[src/common/blit_defines.svh]
`ifndef BLIT_DEFINES_SVH
`define BLIT_DEFINES_SVH

// coordinates, sizes and signed scales
`define BLIT_COORD_W 16

// byte addresses on the read bus
`define BLIT_ADDR_W 32

// AXI-lite read data word
`define BLIT_DATA_W 32

// colour value and extracted pixel field
`define BLIT_COLOUR_W 16

// palette address port
`define BLIT_PAL_AW 16

`endif

[src/common/blit_pkg.sv]
`include "blit_defines.svh"

package blit_pkg;

    typedef logic [`BLIT_COORD_W-1:0] coord_t;     // screen or sheet position
    typedef logic [`BLIT_ADDR_W-1:0] addr_t;       // byte address
    typedef logic [`BLIT_COLOUR_W-1:0] colour_t;   // colour or palette index

    // scaling kind of one axis
    typedef enum logic {
        SCALE_UP,      // repeat each source pixel
        SCALE_DOWN     // skip source pixels
    } scale_mode_t;

    // bits per pixel in the sheet
    typedef enum logic [4:0] {
        CT_1  = 5'd1,
        CT_2  = 5'd2,
        CT_4  = 5'd4,
        CT_8  = 5'd8,
        CT_16 = 5'd16  // direct colour, no palette
    } ct_depth_t;

endpackage

[src/hw/blit_addr_calc.sv]
`timescale 1ns/100ps
`include "blit_defines.svh"

module blit_addr_calc import blit_pkg::*; (
    input  logic      clk,
    input  logic      rst,
    input  logic      pix_valid,
    output logic      pix_ready,
    input  coord_t    sheet_x,
    input  coord_t    sheet_y,
    input  coord_t    screen_x,
    input  coord_t    screen_y,
    input  addr_t     sheet_base,
    input  coord_t    sheet_width,
    input  ct_depth_t depth,
    output logic      adr_valid,
    input  logic      adr_ready,
    output addr_t     word_addr,
    output logic [4:0] bit_off,
    output coord_t    out_x,
    output coord_t    out_y
);

    typedef enum logic [1:0] {
        ST_EMPTY,
        ST_FULL,
        ST_BUF_FULL
    } buf_state_t;

    buf_state_t state;

    addr_t pix_idx, bit_pos, word_nxt;
    logic  in_fire, out_fire;

    // parked second entry
    addr_t      buf_addr;
    logic [4:0] buf_off;
    coord_t     buf_x, buf_y;

    assign pix_idx  = addr_t'(sheet_y) * addr_t'(sheet_width) + addr_t'(sheet_x);
    assign bit_pos  = pix_idx * addr_t'(depth);
    assign word_nxt = sheet_base + {3'b000, bit_pos[`BLIT_ADDR_W-1:5], 2'b00};

    assign pix_ready = (state != ST_BUF_FULL);
    assign adr_valid = (state != ST_EMPTY);
    assign in_fire   = pix_valid && pix_ready;
    assign out_fire  = adr_valid && adr_ready;

    always_ff @(posedge clk) begin
        if (rst) begin
            state <= ST_EMPTY;
        end else begin
            case (state)
                ST_EMPTY: begin
                    if (in_fire) begin
                        state     <= ST_FULL;
                        word_addr <= word_nxt;
                        bit_off   <= bit_pos[4:0];
                        out_x     <= screen_x;
                        out_y     <= screen_y;
                    end
                end
                ST_FULL: begin
                    if (in_fire && !out_fire) begin
                        state    <= ST_BUF_FULL;  // output stalled, park new item
                        buf_addr <= word_nxt;
                        buf_off  <= bit_pos[4:0];
                        buf_x    <= screen_x;
                        buf_y    <= screen_y;
                    end else if (in_fire) begin
                        word_addr <= word_nxt;
                        bit_off   <= bit_pos[4:0];
                        out_x     <= screen_x;
                        out_y     <= screen_y;
                    end else if (out_fire) begin
                        state <= ST_EMPTY;
                    end
                end
                ST_BUF_FULL: begin
                    if (out_fire) begin
                        state     <= ST_FULL;
                        word_addr <= buf_addr;
                        bit_off   <= buf_off;
                        out_x     <= buf_x;
                        out_y     <= buf_y;
                    end
                end
                default: state <= ST_EMPTY;
            endcase
        end
    end

endmodule

[src/hw/blit_colour_resolve.sv]
`timescale 1ns/100ps
`include "blit_defines.svh"

module blit_colour_resolve import blit_pkg::*; (
    input  logic                    clk,
    input  logic                    rst,
    input  logic                    fld_valid,
    input  colour_t                 field,
    input  coord_t                  fld_x,
    input  coord_t                  fld_y,
    input  ct_depth_t               depth,
    input  logic [`BLIT_PAL_AW-1:0] pal_base,
    output logic [`BLIT_PAL_AW-1:0] pal_addr,
    input  colour_t                 pal_data,
    output coord_t                  fb_x,
    output coord_t                  fb_y,
    output colour_t                 fb_colour,
    output logic                    fb_write
);

    logic    valid_1;
    colour_t field_1, field_2;
    coord_t  x_1, y_1;
    logic    direct_1, direct_2;  // 16 bpp, palette bypassed

    always_ff @(posedge clk) begin
        if (rst) begin
            valid_1  <= 1'b0;
            fb_write <= 1'b0;
        end else begin
            valid_1  <= fld_valid;
            fb_write <= valid_1;
        end
    end

    always_ff @(posedge clk) begin
        pal_addr <= pal_base + `BLIT_PAL_AW'(field);
        field_1  <= field;
        x_1      <= fld_x;
        y_1      <= fld_y;
        direct_1 <= (depth == CT_16);
        field_2  <= field_1;
        fb_x     <= x_1;
        fb_y     <= y_1;
        direct_2 <= direct_1;
    end

    // palette data arrives together with fb_write
    assign fb_colour = direct_2 ? field_2 : pal_data;

endmodule

[src/hw/blit_pixel_fetch.sv]
`timescale 1ns/100ps
`include "blit_defines.svh"

module blit_pixel_fetch import blit_pkg::*; (
    input  logic                    clk,
    input  logic                    rst,
    input  logic                    adr_valid,
    output logic                    adr_ready,
    input  addr_t                   word_addr,
    input  logic [4:0]              bit_off,
    input  ct_depth_t               depth,
    input  coord_t                  in_x,
    input  coord_t                  in_y,
    output addr_t                   araddr,
    output logic                    arvalid,
    input  logic                    arready,
    input  logic [`BLIT_DATA_W-1:0] rdata,
    input  logic                    rvalid,
    output logic                    rready,
    output logic                    fld_valid,
    output colour_t                 field,
    output coord_t                  fld_x,
    output coord_t                  fld_y
);

    typedef enum logic [1:0] {
        ST_IDLE,
        ST_ADDR,
        ST_DATA,
        ST_DONE
    } fetch_state_t;

    fetch_state_t state;

    // kept word from the last read
    logic                    kept_valid;
    addr_t                   kept_addr;
    logic [`BLIT_DATA_W-1:0] kept_word;

    logic [4:0] off_q;
    ct_depth_t  depth_q;
    logic       accept, hit;

    // msb-first packing, so the field sits below bit 31 - off
    function automatic colour_t extract_field(input logic [`BLIT_DATA_W-1:0] word,
                                              input logic [4:0] off,
                                              input ct_depth_t d);
        logic [5:0]              shift;
        logic [`BLIT_DATA_W-1:0] mask;
        logic [`BLIT_DATA_W-1:0] bits;
        shift = 6'd32 - 6'(off) - 6'(d);
        mask  = (`BLIT_DATA_W'(1) << d) - 1'b1;
        bits  = (word >> shift) & mask;
        return bits[`BLIT_COLOUR_W-1:0];
    endfunction

    // done doubles as idle so hits stream one per cycle
    assign adr_ready = (state == ST_IDLE) || (state == ST_DONE);
    assign accept    = adr_valid && adr_ready;
    assign hit       = kept_valid && (kept_addr == word_addr);

    assign arvalid   = (state == ST_ADDR);
    assign rready    = (state == ST_DATA);
    assign fld_valid = (state == ST_DONE);

    always_ff @(posedge clk) begin
        if (rst) begin
            state      <= ST_IDLE;
            kept_valid <= 1'b0;
        end else begin
            case (state)
                ST_IDLE, ST_DONE: begin
                    if (accept) begin
                        fld_x   <= in_x;
                        fld_y   <= in_y;
                        off_q   <= bit_off;
                        depth_q <= depth;
                        if (hit) begin
                            state <= ST_DONE;
                            field <= extract_field(kept_word, bit_off, depth);
                        end else begin
                            state  <= ST_ADDR;
                            araddr <= word_addr;
                        end
                    end else begin
                        state <= ST_IDLE;
                    end
                end
                ST_ADDR: begin
                    if (arready) begin
                        state <= ST_DATA;
                    end
                end
                ST_DATA: begin
                    if (rvalid) begin
                        state      <= ST_DONE;
                        kept_valid <= 1'b1;
                        kept_addr  <= araddr;
                        kept_word  <= rdata;
                        field      <= extract_field(rdata, off_q, depth_q);
                    end
                end
                default: state <= ST_IDLE;
            endcase
        end
    end

endmodule

[src/hw/blit_rect_walk.sv]
`timescale 1ns/100ps
`include "blit_defines.svh"

module blit_rect_walk import blit_pkg::*; (
    input  logic                    clk,
    input  logic                    rst,
    input  logic                    cmd_valid,
    output logic                    cmd_ready,
    input  coord_t                  start_x,
    input  coord_t                  start_y,
    input  coord_t                  src_x,
    input  coord_t                  src_y,
    input  coord_t                  width,
    input  coord_t                  height,
    input  coord_t                  scale_x,     // signed, negative means downscale
    input  coord_t                  scale_y,
    input  logic                    mirror_x,
    input  logic                    mirror_y,
    input  addr_t                   sheet_base,
    input  coord_t                  sheet_width,
    input  ct_depth_t               depth,
    input  logic [`BLIT_PAL_AW-1:0] pal_base,
    output logic                    pix_valid,
    input  logic                    pix_ready,
    output coord_t                  sheet_x,
    output coord_t                  sheet_y,
    output coord_t                  screen_x,
    output coord_t                  screen_y,
    output addr_t                   cur_sheet_base,
    output coord_t                  cur_sheet_width,
    output ct_depth_t               cur_depth,
    output logic [`BLIT_PAL_AW-1:0] cur_pal_base
);

    typedef enum logic {
        ST_IDLE,
        ST_GEN
    } walk_state_t;

    walk_state_t state;

    scale_mode_t mode_x, mode_y;
    coord_t      mag_x, mag_y;           // scale magnitude
    coord_t      sub_x, sub_y;           // repeat counters for upscale
    coord_t      cnt_i, cnt_j;           // raster position in the rectangle
    coord_t      last_i, last_j;
    coord_t      row_sheet_x;            // sheet x at the start of each row
    coord_t      row_screen_x;           // screen x at the start of each row
    logic        mir_x, mir_y;

    logic   pix_fire;
    logic   x_rep_done, y_rep_done;
    coord_t sheet_x_nxt, sheet_y_nxt;

    assign pix_fire   = pix_valid && pix_ready;
    assign x_rep_done = (sub_x == mag_x - 1'b1);
    assign y_rep_done = (sub_y == mag_y - 1'b1);

    assign sheet_x_nxt = (mode_x == SCALE_DOWN) ? sheet_x + mag_x :
                         (x_rep_done ? sheet_x + 1'b1 : sheet_x);
    assign sheet_y_nxt = (mode_y == SCALE_DOWN) ? sheet_y + mag_y :
                         (y_rep_done ? sheet_y + 1'b1 : sheet_y);

    always_ff @(posedge clk) begin
        if (rst) begin
            state     <= ST_IDLE;
            cmd_ready <= 1'b0;
            pix_valid <= 1'b0;
        end else begin
            case (state)
                ST_IDLE: begin
                    cmd_ready <= 1'b1;
                    if (cmd_valid && cmd_ready) begin
                        state           <= ST_GEN;
                        cmd_ready       <= 1'b0;
                        pix_valid       <= 1'b1;
                        cur_sheet_base  <= sheet_base;
                        cur_sheet_width <= sheet_width;
                        cur_depth       <= depth;
                        cur_pal_base    <= pal_base;
                        mode_x <= scale_x[`BLIT_COORD_W-1] ? SCALE_DOWN : SCALE_UP;
                        mode_y <= scale_y[`BLIT_COORD_W-1] ? SCALE_DOWN : SCALE_UP;
                        mag_x  <= scale_x[`BLIT_COORD_W-1] ? -scale_x : scale_x;
                        mag_y  <= scale_y[`BLIT_COORD_W-1] ? -scale_y : scale_y;
                        mir_x  <= mirror_x;
                        mir_y  <= mirror_y;
                        last_i <= width - 1'b1;
                        last_j <= height - 1'b1;
                        cnt_i  <= '0;
                        cnt_j  <= '0;
                        sub_x  <= '0;
                        sub_y  <= '0;
                        row_sheet_x  <= src_x;
                        row_screen_x <= mirror_x ? start_x + width - 1'b1 : start_x;
                        sheet_x  <= src_x;
                        sheet_y  <= src_y;
                        screen_x <= mirror_x ? start_x + width - 1'b1 : start_x;
                        screen_y <= mirror_y ? start_y + height - 1'b1 : start_y;
                    end
                end
                ST_GEN: begin
                    if (pix_fire) begin
                        if (cnt_i != last_i) begin
                            cnt_i    <= cnt_i + 1'b1;
                            sub_x    <= x_rep_done ? '0 : sub_x + 1'b1;
                            sheet_x  <= sheet_x_nxt;
                            screen_x <= mir_x ? screen_x - 1'b1 : screen_x + 1'b1;
                        end else if (cnt_j != last_j) begin
                            cnt_i    <= '0;              // row wrap
                            cnt_j    <= cnt_j + 1'b1;
                            sub_x    <= '0;
                            sheet_x  <= row_sheet_x;
                            screen_x <= row_screen_x;
                            sub_y    <= y_rep_done ? '0 : sub_y + 1'b1;
                            sheet_y  <= sheet_y_nxt;
                            screen_y <= mir_y ? screen_y - 1'b1 : screen_y + 1'b1;
                        end else begin
                            state     <= ST_IDLE;        // last pixel gone
                            pix_valid <= 1'b0;
                            cmd_ready <= 1'b1;
                        end
                    end
                end
                default: state <= ST_IDLE;
            endcase
        end
    end

endmodule

[src/hw/blit_top.sv]
`timescale 1ns/100ps
`include "blit_defines.svh"

module blit_top import blit_pkg::*; (
    input  logic                    clk,
    input  logic                    rst,
    input  logic                    cmd_valid,
    output logic                    cmd_ready,
    input  coord_t                  start_x,
    input  coord_t                  start_y,
    input  coord_t                  src_x,
    input  coord_t                  src_y,
    input  coord_t                  width,
    input  coord_t                  height,
    input  coord_t                  scale_x,
    input  coord_t                  scale_y,
    input  logic                    mirror_x,
    input  logic                    mirror_y,
    input  addr_t                   sheet_base,
    input  coord_t                  sheet_width,
    input  ct_depth_t               depth,
    input  logic [`BLIT_PAL_AW-1:0] pal_base,
    output addr_t                   araddr,
    output logic                    arvalid,
    input  logic                    arready,
    input  logic [`BLIT_DATA_W-1:0] rdata,
    input  logic                    rvalid,
    output logic                    rready,
    output logic [`BLIT_PAL_AW-1:0] pal_addr,
    input  colour_t                 pal_data,
    output coord_t                  fb_x,
    output coord_t                  fb_y,
    output colour_t                 fb_colour,
    output logic                    fb_write
);

    // walker to address stage
    logic   pix_valid, pix_ready;
    coord_t sheet_x, sheet_y, screen_x, screen_y;

    // per-command constants held by the walker
    addr_t                   cur_sheet_base;
    coord_t                  cur_sheet_width;
    ct_depth_t               cur_depth;
    logic [`BLIT_PAL_AW-1:0] cur_pal_base;

    // address stage to fetch
    logic       adr_valid, adr_ready;
    addr_t      word_addr;
    logic [4:0] bit_off;
    coord_t     adr_x, adr_y;

    // fetch to colour resolve
    logic    fld_valid;
    colour_t field;
    coord_t  fld_x, fld_y;

    blit_rect_walk u_walk (
        .clk(clk), .rst(rst),
        .cmd_valid(cmd_valid), .cmd_ready(cmd_ready),
        .start_x(start_x), .start_y(start_y), .src_x(src_x), .src_y(src_y),
        .width(width), .height(height), .scale_x(scale_x), .scale_y(scale_y),
        .mirror_x(mirror_x), .mirror_y(mirror_y),
        .sheet_base(sheet_base), .sheet_width(sheet_width),
        .depth(depth), .pal_base(pal_base),
        .pix_valid(pix_valid), .pix_ready(pix_ready),
        .sheet_x(sheet_x), .sheet_y(sheet_y),
        .screen_x(screen_x), .screen_y(screen_y),
        .cur_sheet_base(cur_sheet_base), .cur_sheet_width(cur_sheet_width),
        .cur_depth(cur_depth), .cur_pal_base(cur_pal_base)
    );

    blit_addr_calc u_addr (
        .clk(clk), .rst(rst),
        .pix_valid(pix_valid), .pix_ready(pix_ready),
        .sheet_x(sheet_x), .sheet_y(sheet_y),
        .screen_x(screen_x), .screen_y(screen_y),
        .sheet_base(cur_sheet_base), .sheet_width(cur_sheet_width), .depth(cur_depth),
        .adr_valid(adr_valid), .adr_ready(adr_ready),
        .word_addr(word_addr), .bit_off(bit_off), .out_x(adr_x), .out_y(adr_y)
    );

    blit_pixel_fetch u_fetch (
        .clk(clk), .rst(rst),
        .adr_valid(adr_valid), .adr_ready(adr_ready),
        .word_addr(word_addr), .bit_off(bit_off), .depth(cur_depth),
        .in_x(adr_x), .in_y(adr_y),
        .araddr(araddr), .arvalid(arvalid), .arready(arready),
        .rdata(rdata), .rvalid(rvalid), .rready(rready),
        .fld_valid(fld_valid), .field(field), .fld_x(fld_x), .fld_y(fld_y)
    );

    blit_colour_resolve u_colour (
        .clk(clk), .rst(rst),
        .fld_valid(fld_valid), .field(field), .fld_x(fld_x), .fld_y(fld_y),
        .depth(cur_depth), .pal_base(cur_pal_base),
        .pal_addr(pal_addr), .pal_data(pal_data),
        .fb_x(fb_x), .fb_y(fb_y), .fb_colour(fb_colour), .fb_write(fb_write)
    );

endmodule

[config.mk]
export PLATFORM = sky130hd
export DESIGN_NAME = blit_top
export DESIGN_NICKNAME = d
export VERILOG_FILES = /design/src/common/blit_pkg.sv /design/src/hw/blit_addr_calc.sv /design/src/hw/blit_colour_resolve.sv /design/src/hw/blit_pixel_fetch.sv /design/src/hw/blit_rect_walk.sv /design/src/hw/blit_top.sv
export VERILOG_INCLUDE_DIRS = /design/src /design/src/common
export SDC_FILE = /design/constraint.sdc
export NUM_CORES = 2
export LEC_CHECK = 0
export BUFFER_PORTS_ARGS = -buffer_cell sky130_fd_sc_hd__buf_2
export CORE_UTILIZATION = 30
export CTS_CLUSTER_SIZE = 12
export DETAILED_ROUTE_END_ITERATION = 16
export MAX_ROUTING_LAYER = met4
export SYNTH_ARGS = -nofsm -noshare
export SYNTH_HDL_FRONTEND = slang
export SYNTH_SLANG_ARGS = --single-unit
[constraint.sdc]
create_clock -name clk -period 11.5 [get_ports clk]
set_input_delay 2.3 -clock clk [delete_from_list [all_inputs] [get_ports clk]]
set_output_delay 2.3 -clock clk [all_outputs]
set_load 0.03 [all_outputs]
Word level (Yosys, flattened, before mapping). Index checks and enable logic that the tools add are counted.

Register bits after elaboration: 713. Output and inout port bits: 100.

Add/subtract/negate cells: 31. Multipliers: 2. Equality and inequality tests: 29. Shift operators: 4. Mux-type cells: 97. Bitwise logic cells: 5. Reductions and logical operators: 29.

Operators by type and width (count): 16-bit two-way mux (48); 16-bit case mux with 2 select lines (9); 16-bit by 1-bit subtractor with 16-bit output, second input constant (10); 16-bit by 1-bit adder with 16-bit output, second input constant (8); 32-bit two-way mux (3); 16-bit case mux with 3 select lines (2); 32-bit case mux with 3 select lines (1); 16-bit adder (5); 32-bit by 6-bit >> shifter with 16-bit output (2); 32-bit by 16-bit adder with 32-bit output (1); 32-bit by 29-bit adder with 32-bit output (1); 16-bit AND (2); 16-bit == test (2); 32-bit == test (1); 16-bit by 16-bit multiplier with 32-bit output (1); 32-bit by 5-bit multiplier with 32-bit output (1); 16-bit != test (2); 16-bit negation (2); 1-bit by 5-bit left shift with 16-bit output, first input constant (2); 15-bit two-way mux (2); 4-bit AND reduction (5); 2-bit two-way mux (9); 5-bit two-way mux (3); 5-bit case mux with 3 select lines (1); 25 further kinds (74).

Depth between registers and ports, before layout.
Word-level depth: 8. Mapped depth: 47.

Cells and area by module. A second synthesis with hierarchy kept.

Cells, all modules: 4945. Area, all modules: 52160.0 µm².

Modules (own cells, without submodules): blit_addr_calc (times used 1, cells each 2103, area an instance 19736.4 µm²); blit_rect_walk (times used 1, cells each 1807, area an instance 18998.2 µm²); blit_pixel_fetch (times used 1, cells each 793, area an instance 10083.4 µm²); blit_colour_resolve (times used 1, cells each 242, area an instance 3342.0 µm²).

Worst setup path after synthesis. Ideal clock, no wire load.

Path type: flip-flop to flip-flop. Start: register u_walk.sheet_y[9]. End: register u_addr.word_addr[31], data pin. Library setup time: 260 ps. Data arrival time: 10493 ps. Path slack: 747 ps. Stages on the path, launching flop included: 45. Buffers on the path: 1. Clock period less this slack: 10753 ps. Cells stage by stage: edfxtp_1 -> clkbuf_1 -> and2_1 -> fa_1 -> inv_1 -> fa_1 -> fa_1 -> fa_1 -> inv_1 -> fa_1 -> inv_1 -> fa_1 -> inv_1 -> ha_1 -> nand2_1 -> nor4b_1 -> a211oi_2 -> o21ai_1 -> [... 9 more ...] -> ha_1 -> and3_1 -> o21ai_0 -> o211ai_1 -> a21oi_1 -> and2_1 -> o211a_1 -> nand2b_1 -> a21o_1 -> xnor2_1 -> ha_1 -> a21o_1 -> a21o_1 -> a2111oi_0 -> o31ai_1 -> nand3_1 -> xnor2_1 -> mux2_2.

Word-level cells in the longest chain between the ends: 7.

Ends and longest elaborated chain: start: declaration (RTL line blit_rect_walk.sv:26) `output coord_t sheet_y,`; start signal: assignment (RTL line blit_rect_walk.sv:96) `sheet_y <= src_y;`; start signal: assignment (RTL line blit_rect_walk.sv:115) `sheet_y <= sheet_y_nxt;`; 16-bit by 16-bit multiplier with 32-bit output * (RTL line blit_addr_calc.sv:40) `assign pix_idx = addr_t'(sheet_y) * addr_t'(sheet_width) + addr_t'(sheet_x);`; 32-bit by 16-bit adder with 32-bit output * (RTL line blit_addr_calc.sv:40); 32-bit by 5-bit multiplier with 32-bit output * (RTL line blit_addr_calc.sv:41) `assign bit_pos = pix_idx * addr_t'(depth);`; 32-bit by 29-bit adder with 32-bit output * (RTL line blit_addr_calc.sv:42) `` assign word_nxt = sheet_base + {3'b000, bit_pos[`BLIT_ADDR_W-1:5], 2'b00}; ``; via u_addr.word_nxt[31] (RTL line blit_addr_calc.sv:32) `addr_t pix_idx, bit_pos, word_nxt;`; 32-bit two-way mux * (RTL line blit_addr_calc.sv:55, blit_addr_calc.sv:70); 32-bit two-way mux (RTL line blit_addr_calc.sv:64) `if (in_fire && !out_fire) begin`; 32-bit case mux with 3 select lines * (RTL line blit_addr_calc.sv:53) `case (state)`; end signal: assignment (RTL line blit_addr_calc.sv:57) `word_addr <= word_nxt;`; end signal: assignment (RTL line blit_addr_calc.sv:71) `word_addr <= word_nxt;`; end signal: assignment (RTL line blit_addr_calc.sv:82) `word_addr <= buf_addr;`; end: declaration (RTL line blit_addr_calc.sv:18) `output addr_t word_addr,`.

Mark *: on every way through the listed nets, which the timed path passes. The rest lies on a longest branch. The select of a mux whose other input is x is not followed. A chain may end at the register's enable or synchronous reset.

Worst setup path in the final report.
Start: register u_walk.cur_sheet_width[4]. End: register u_addr.word_addr[31], data pin.

Word-level cells in the longest chain between the ends: 7.

Ends and longest elaborated chain: start: declaration (RTL line blit_rect_walk.sv:30) `output coord_t cur_sheet_width,`; start signal: assignment (RTL line blit_rect_walk.sv:78) `cur_sheet_width <= sheet_width;`; 16-bit by 16-bit multiplier with 32-bit output * (RTL line blit_addr_calc.sv:40); 32-bit by 16-bit adder with 32-bit output * (RTL line blit_addr_calc.sv:40); 32-bit by 5-bit multiplier with 32-bit output * (RTL line blit_addr_calc.sv:41); 32-bit by 29-bit adder with 32-bit output * (RTL line blit_addr_calc.sv:42); via u_addr.word_nxt[31] (RTL line blit_addr_calc.sv:32); 32-bit two-way mux * (RTL line blit_addr_calc.sv:55, blit_addr_calc.sv:70); 32-bit two-way mux (RTL line blit_addr_calc.sv:64); 32-bit case mux with 3 select lines * (RTL line blit_addr_calc.sv:53).

Marks and branches as above.

==> metrics.txt <==
Worst EP arrival=11.58 ns; drt total wl=around 140000 µm; FFs w/ async S/R, synth=0%; H-Tree Depth=3; Max Slew Vio Count=0; Core Region=~0.17 mm²; Main synth FF type=edfxtp_1; CP max-delay cell=fa_1; register area=~0.020 mm²; nets=around 6200; Fill cells=16800; DP Area=0.0549 mm²; number of flops mapped to enable cells by yosys=between 500 and 600; Most Frequent Cell on Critical Path=fa_1; vias after detailed routing=36000; initial antenna violation count=22; Hold Vio Cnt, Final=0; first-pass GRT wire length=about 210000 µm; DPL Wire Length=approximately 110000 µm; Worst-Skew Late Latency=roughly 0.72 ns; Die Ht=412 µm; Yosys reg bits=a little over 700; Root Driver=clkbuf_16; area fraction of the dominant cell type after synthesis=roughly a third; top post-synthesis cells by area=edfxtp_1, fa_1, ha_1; vias in the first global route=between 30000 and 40000; clock skew=0.0507 ns; Setup CP Type=flop to flop; startpoint types=flop; Num CTS Buffers=85; # rows=150; Final Worst Setup Slack=~0.37 ns; CP Capture Type=flop; Hold Path Class=flop to flop; worst slack, placed=-0.138 ns; clock sinks=just over 700; number of hold buffers added after cts=0; fmax=0.0899 GHz; die area=0.170 mm²; Initial Utilization=between 30 and 40%; Final Setup Violations=0; Synth Warn #=0; Syn Area/Cell=10.2 µm²; share of cells above drive strength 1=a little over an eighth; DRT antenna net count=0; final instance area=0.0582 mm²; Layout area overhead=15.4%; area of the multi-input gates=roughly 0.028 mm²; synth unique cells=83; CP Max Fanout=6; routed length per instance=~18 µm; CTS Buffer Depth=3; largest net degree at the start of global routing=just over 70; placer congestion estimate=roughly 0.9; period utilisation layout=between 90% and 100%; drc violations=0; Total GRT Usage=between 15 and 20%; max cap viols=0; Post-Synthesis Cells=a little under 5000; DR vias/cell=4.73; Seq/Total Area, Yosys=between 30% and 40%; die width=between 400 and 500 µm; Slew @ Worst Pin=roughly 1.2 ns; CP peak stage delay=about 0.55 ns; IO Pins=between 300 and 400; syn_nets=5844; CTS tree=done; GR Overflow Total=0; first-pass detailed-route iteration total=8; Crit path required time=roughly 12 ns; status=complete, no violations; I/O Buffers=approximately 350; Worst slew margin=between 20% and 30%; Worst-path clk slew=about 0.060 ns; Synth area leader=edfxtp_1; min cycle time layout=11.13 ns; area of the mapped netlist=between 0.05 and 0.06 mm²; First DRT Iteration DRCs=approximately 2700
-- per-stage QoR --
step	hold slack, ns	utilization [%]	cells	setup TNS, ns
4_1_cts	0.290	34.5	7568	0
3_3_place_gp	0.310	32.9	7410	-0.00793
6_report	0.302	34.8	7603	0
5_1_grt	0.314	34.8	7600	-0.136
3_5_place_dp	0.312	32.9	7410	-0.153
2_1_floorplan	0.310	-	4955	0
-- kinds of logic (layout without fill, tap and decap cells) --
family          Yosys count  after routing  share of synthesized area (%)
compound gates          763            763                           9.51
xor+xnor                382            382                           6.71
fa+ha+maj               637            637                           20.3
buf+inv                 789           1221                           5.89
flops                   713            713                           40.0
mux                     138            138                           3.32
other cells               0             12                              0
simple gates           1533           1533                           14.3
-- path summary, 6_finish.rpt --
| path | start | endpoint | slack (ns) | depth (start not counted) |
|---|---|---|---|---|
| setup reg to reg | u_walk.cur_sheet_width[4] | u_addr.word_addr[31] | 0.37 | 42 |
| hold / removal | u_colour.x_1[11] | u_colour.fb_x[11] | 0.30 | 0 |
| setup / recovery | u_walk.cur_sheet_width[4] | u_addr.word_addr[31] | 0.37 | 42 |
| hold reg to reg | u_colour.x_1[11] | u_colour.fb_x[11] | 0.30 | 0 |
-- final cells by class --
type | count | share of cell area [%]
inverter | 621 | 4.00
sequential | 713 | 34.7
timing repair buffer | 442 | 4.23
clock buffer | 112 | 3.93
clock inverter | 46 | 0.868
multi-input combinational | 3453 | 47.5
antenna | 12 | 0.0516
tap | 2204 | 4.74
-- synthesized netlist by cell type, drive strengths merged, types with 65 or more instances --
cell type / n
ha: 334
o21ai: 205
edfxtp: 589
a21o: 65
a21oi: 220
xor2: 126
clkbuf: 141
dfxtp: 124
nor2: 290
fa: 303
nand2: 624
and2: 244
nand3: 82
inv: 616
xnor2: 254
-- cells in the final DEF (no fill, tap or decap), types with 37 or more instances in the layout --
cell and n:
nor2b_1 37, o21ai_0 198, a21oi_1 211, nand2b_1 42, buf_4 85, buf_2 351
mux2i_1 64, nor2_1 288, ha_1 325, and2_1 239, nand3_1 82, mux2_2 56
nor3_1 55, fa_1 301, inv_1 615, xnor2_1 245, xor2_1 125, dfxtp_1 123
clkbuf_16 86, edfxtp_1 589, a21o_1 64, a31oi_1 45, nand2_1 624
-- registers in the layout (all words and copies together), names as in the netlist, 32 cells and up --
register and count:
u_fetch.kept_word 32, u_addr.word_addr 32, u_fetch.kept_addr 32, u_walk.cur_sheet_base 32, u_fetch.araddr 32, u_addr.buf_addr 32
-- layer usage --
layer / global-route usage [%] / up-vias / part of all wire, %
li1: - / 17500 / -
met1: 22.1 / 17400 / 46
met2: 25.6 / 915 / 45
met3: 2.72 / 177 / 5.6
met4: 5.02 / 0 / 2.8
met5: - / - / 0
-- critical path: cells and delay by family, from the launching register on --
kind	cells	cell delay, ns
adders and majority gates	12	4.91
AOI/OAI and AO/OA	11	2.65
xor gates and xnor gates	5	1.21
and+or+nand+nor	6	0.90
DFF	1	0.48
buffers and inverters	7	0.47
muxes	1	0.27
-- what timing repair did --
item,in CTS,in global routing
pin swaps,0,25
gates resized for setup,4,60
setup buffers,0,23
endpoints found under the setup margin,5,16
Power is not shown: default switching activity piles up to over one toggle a cycle in this logic, so the estimate is an artifact.
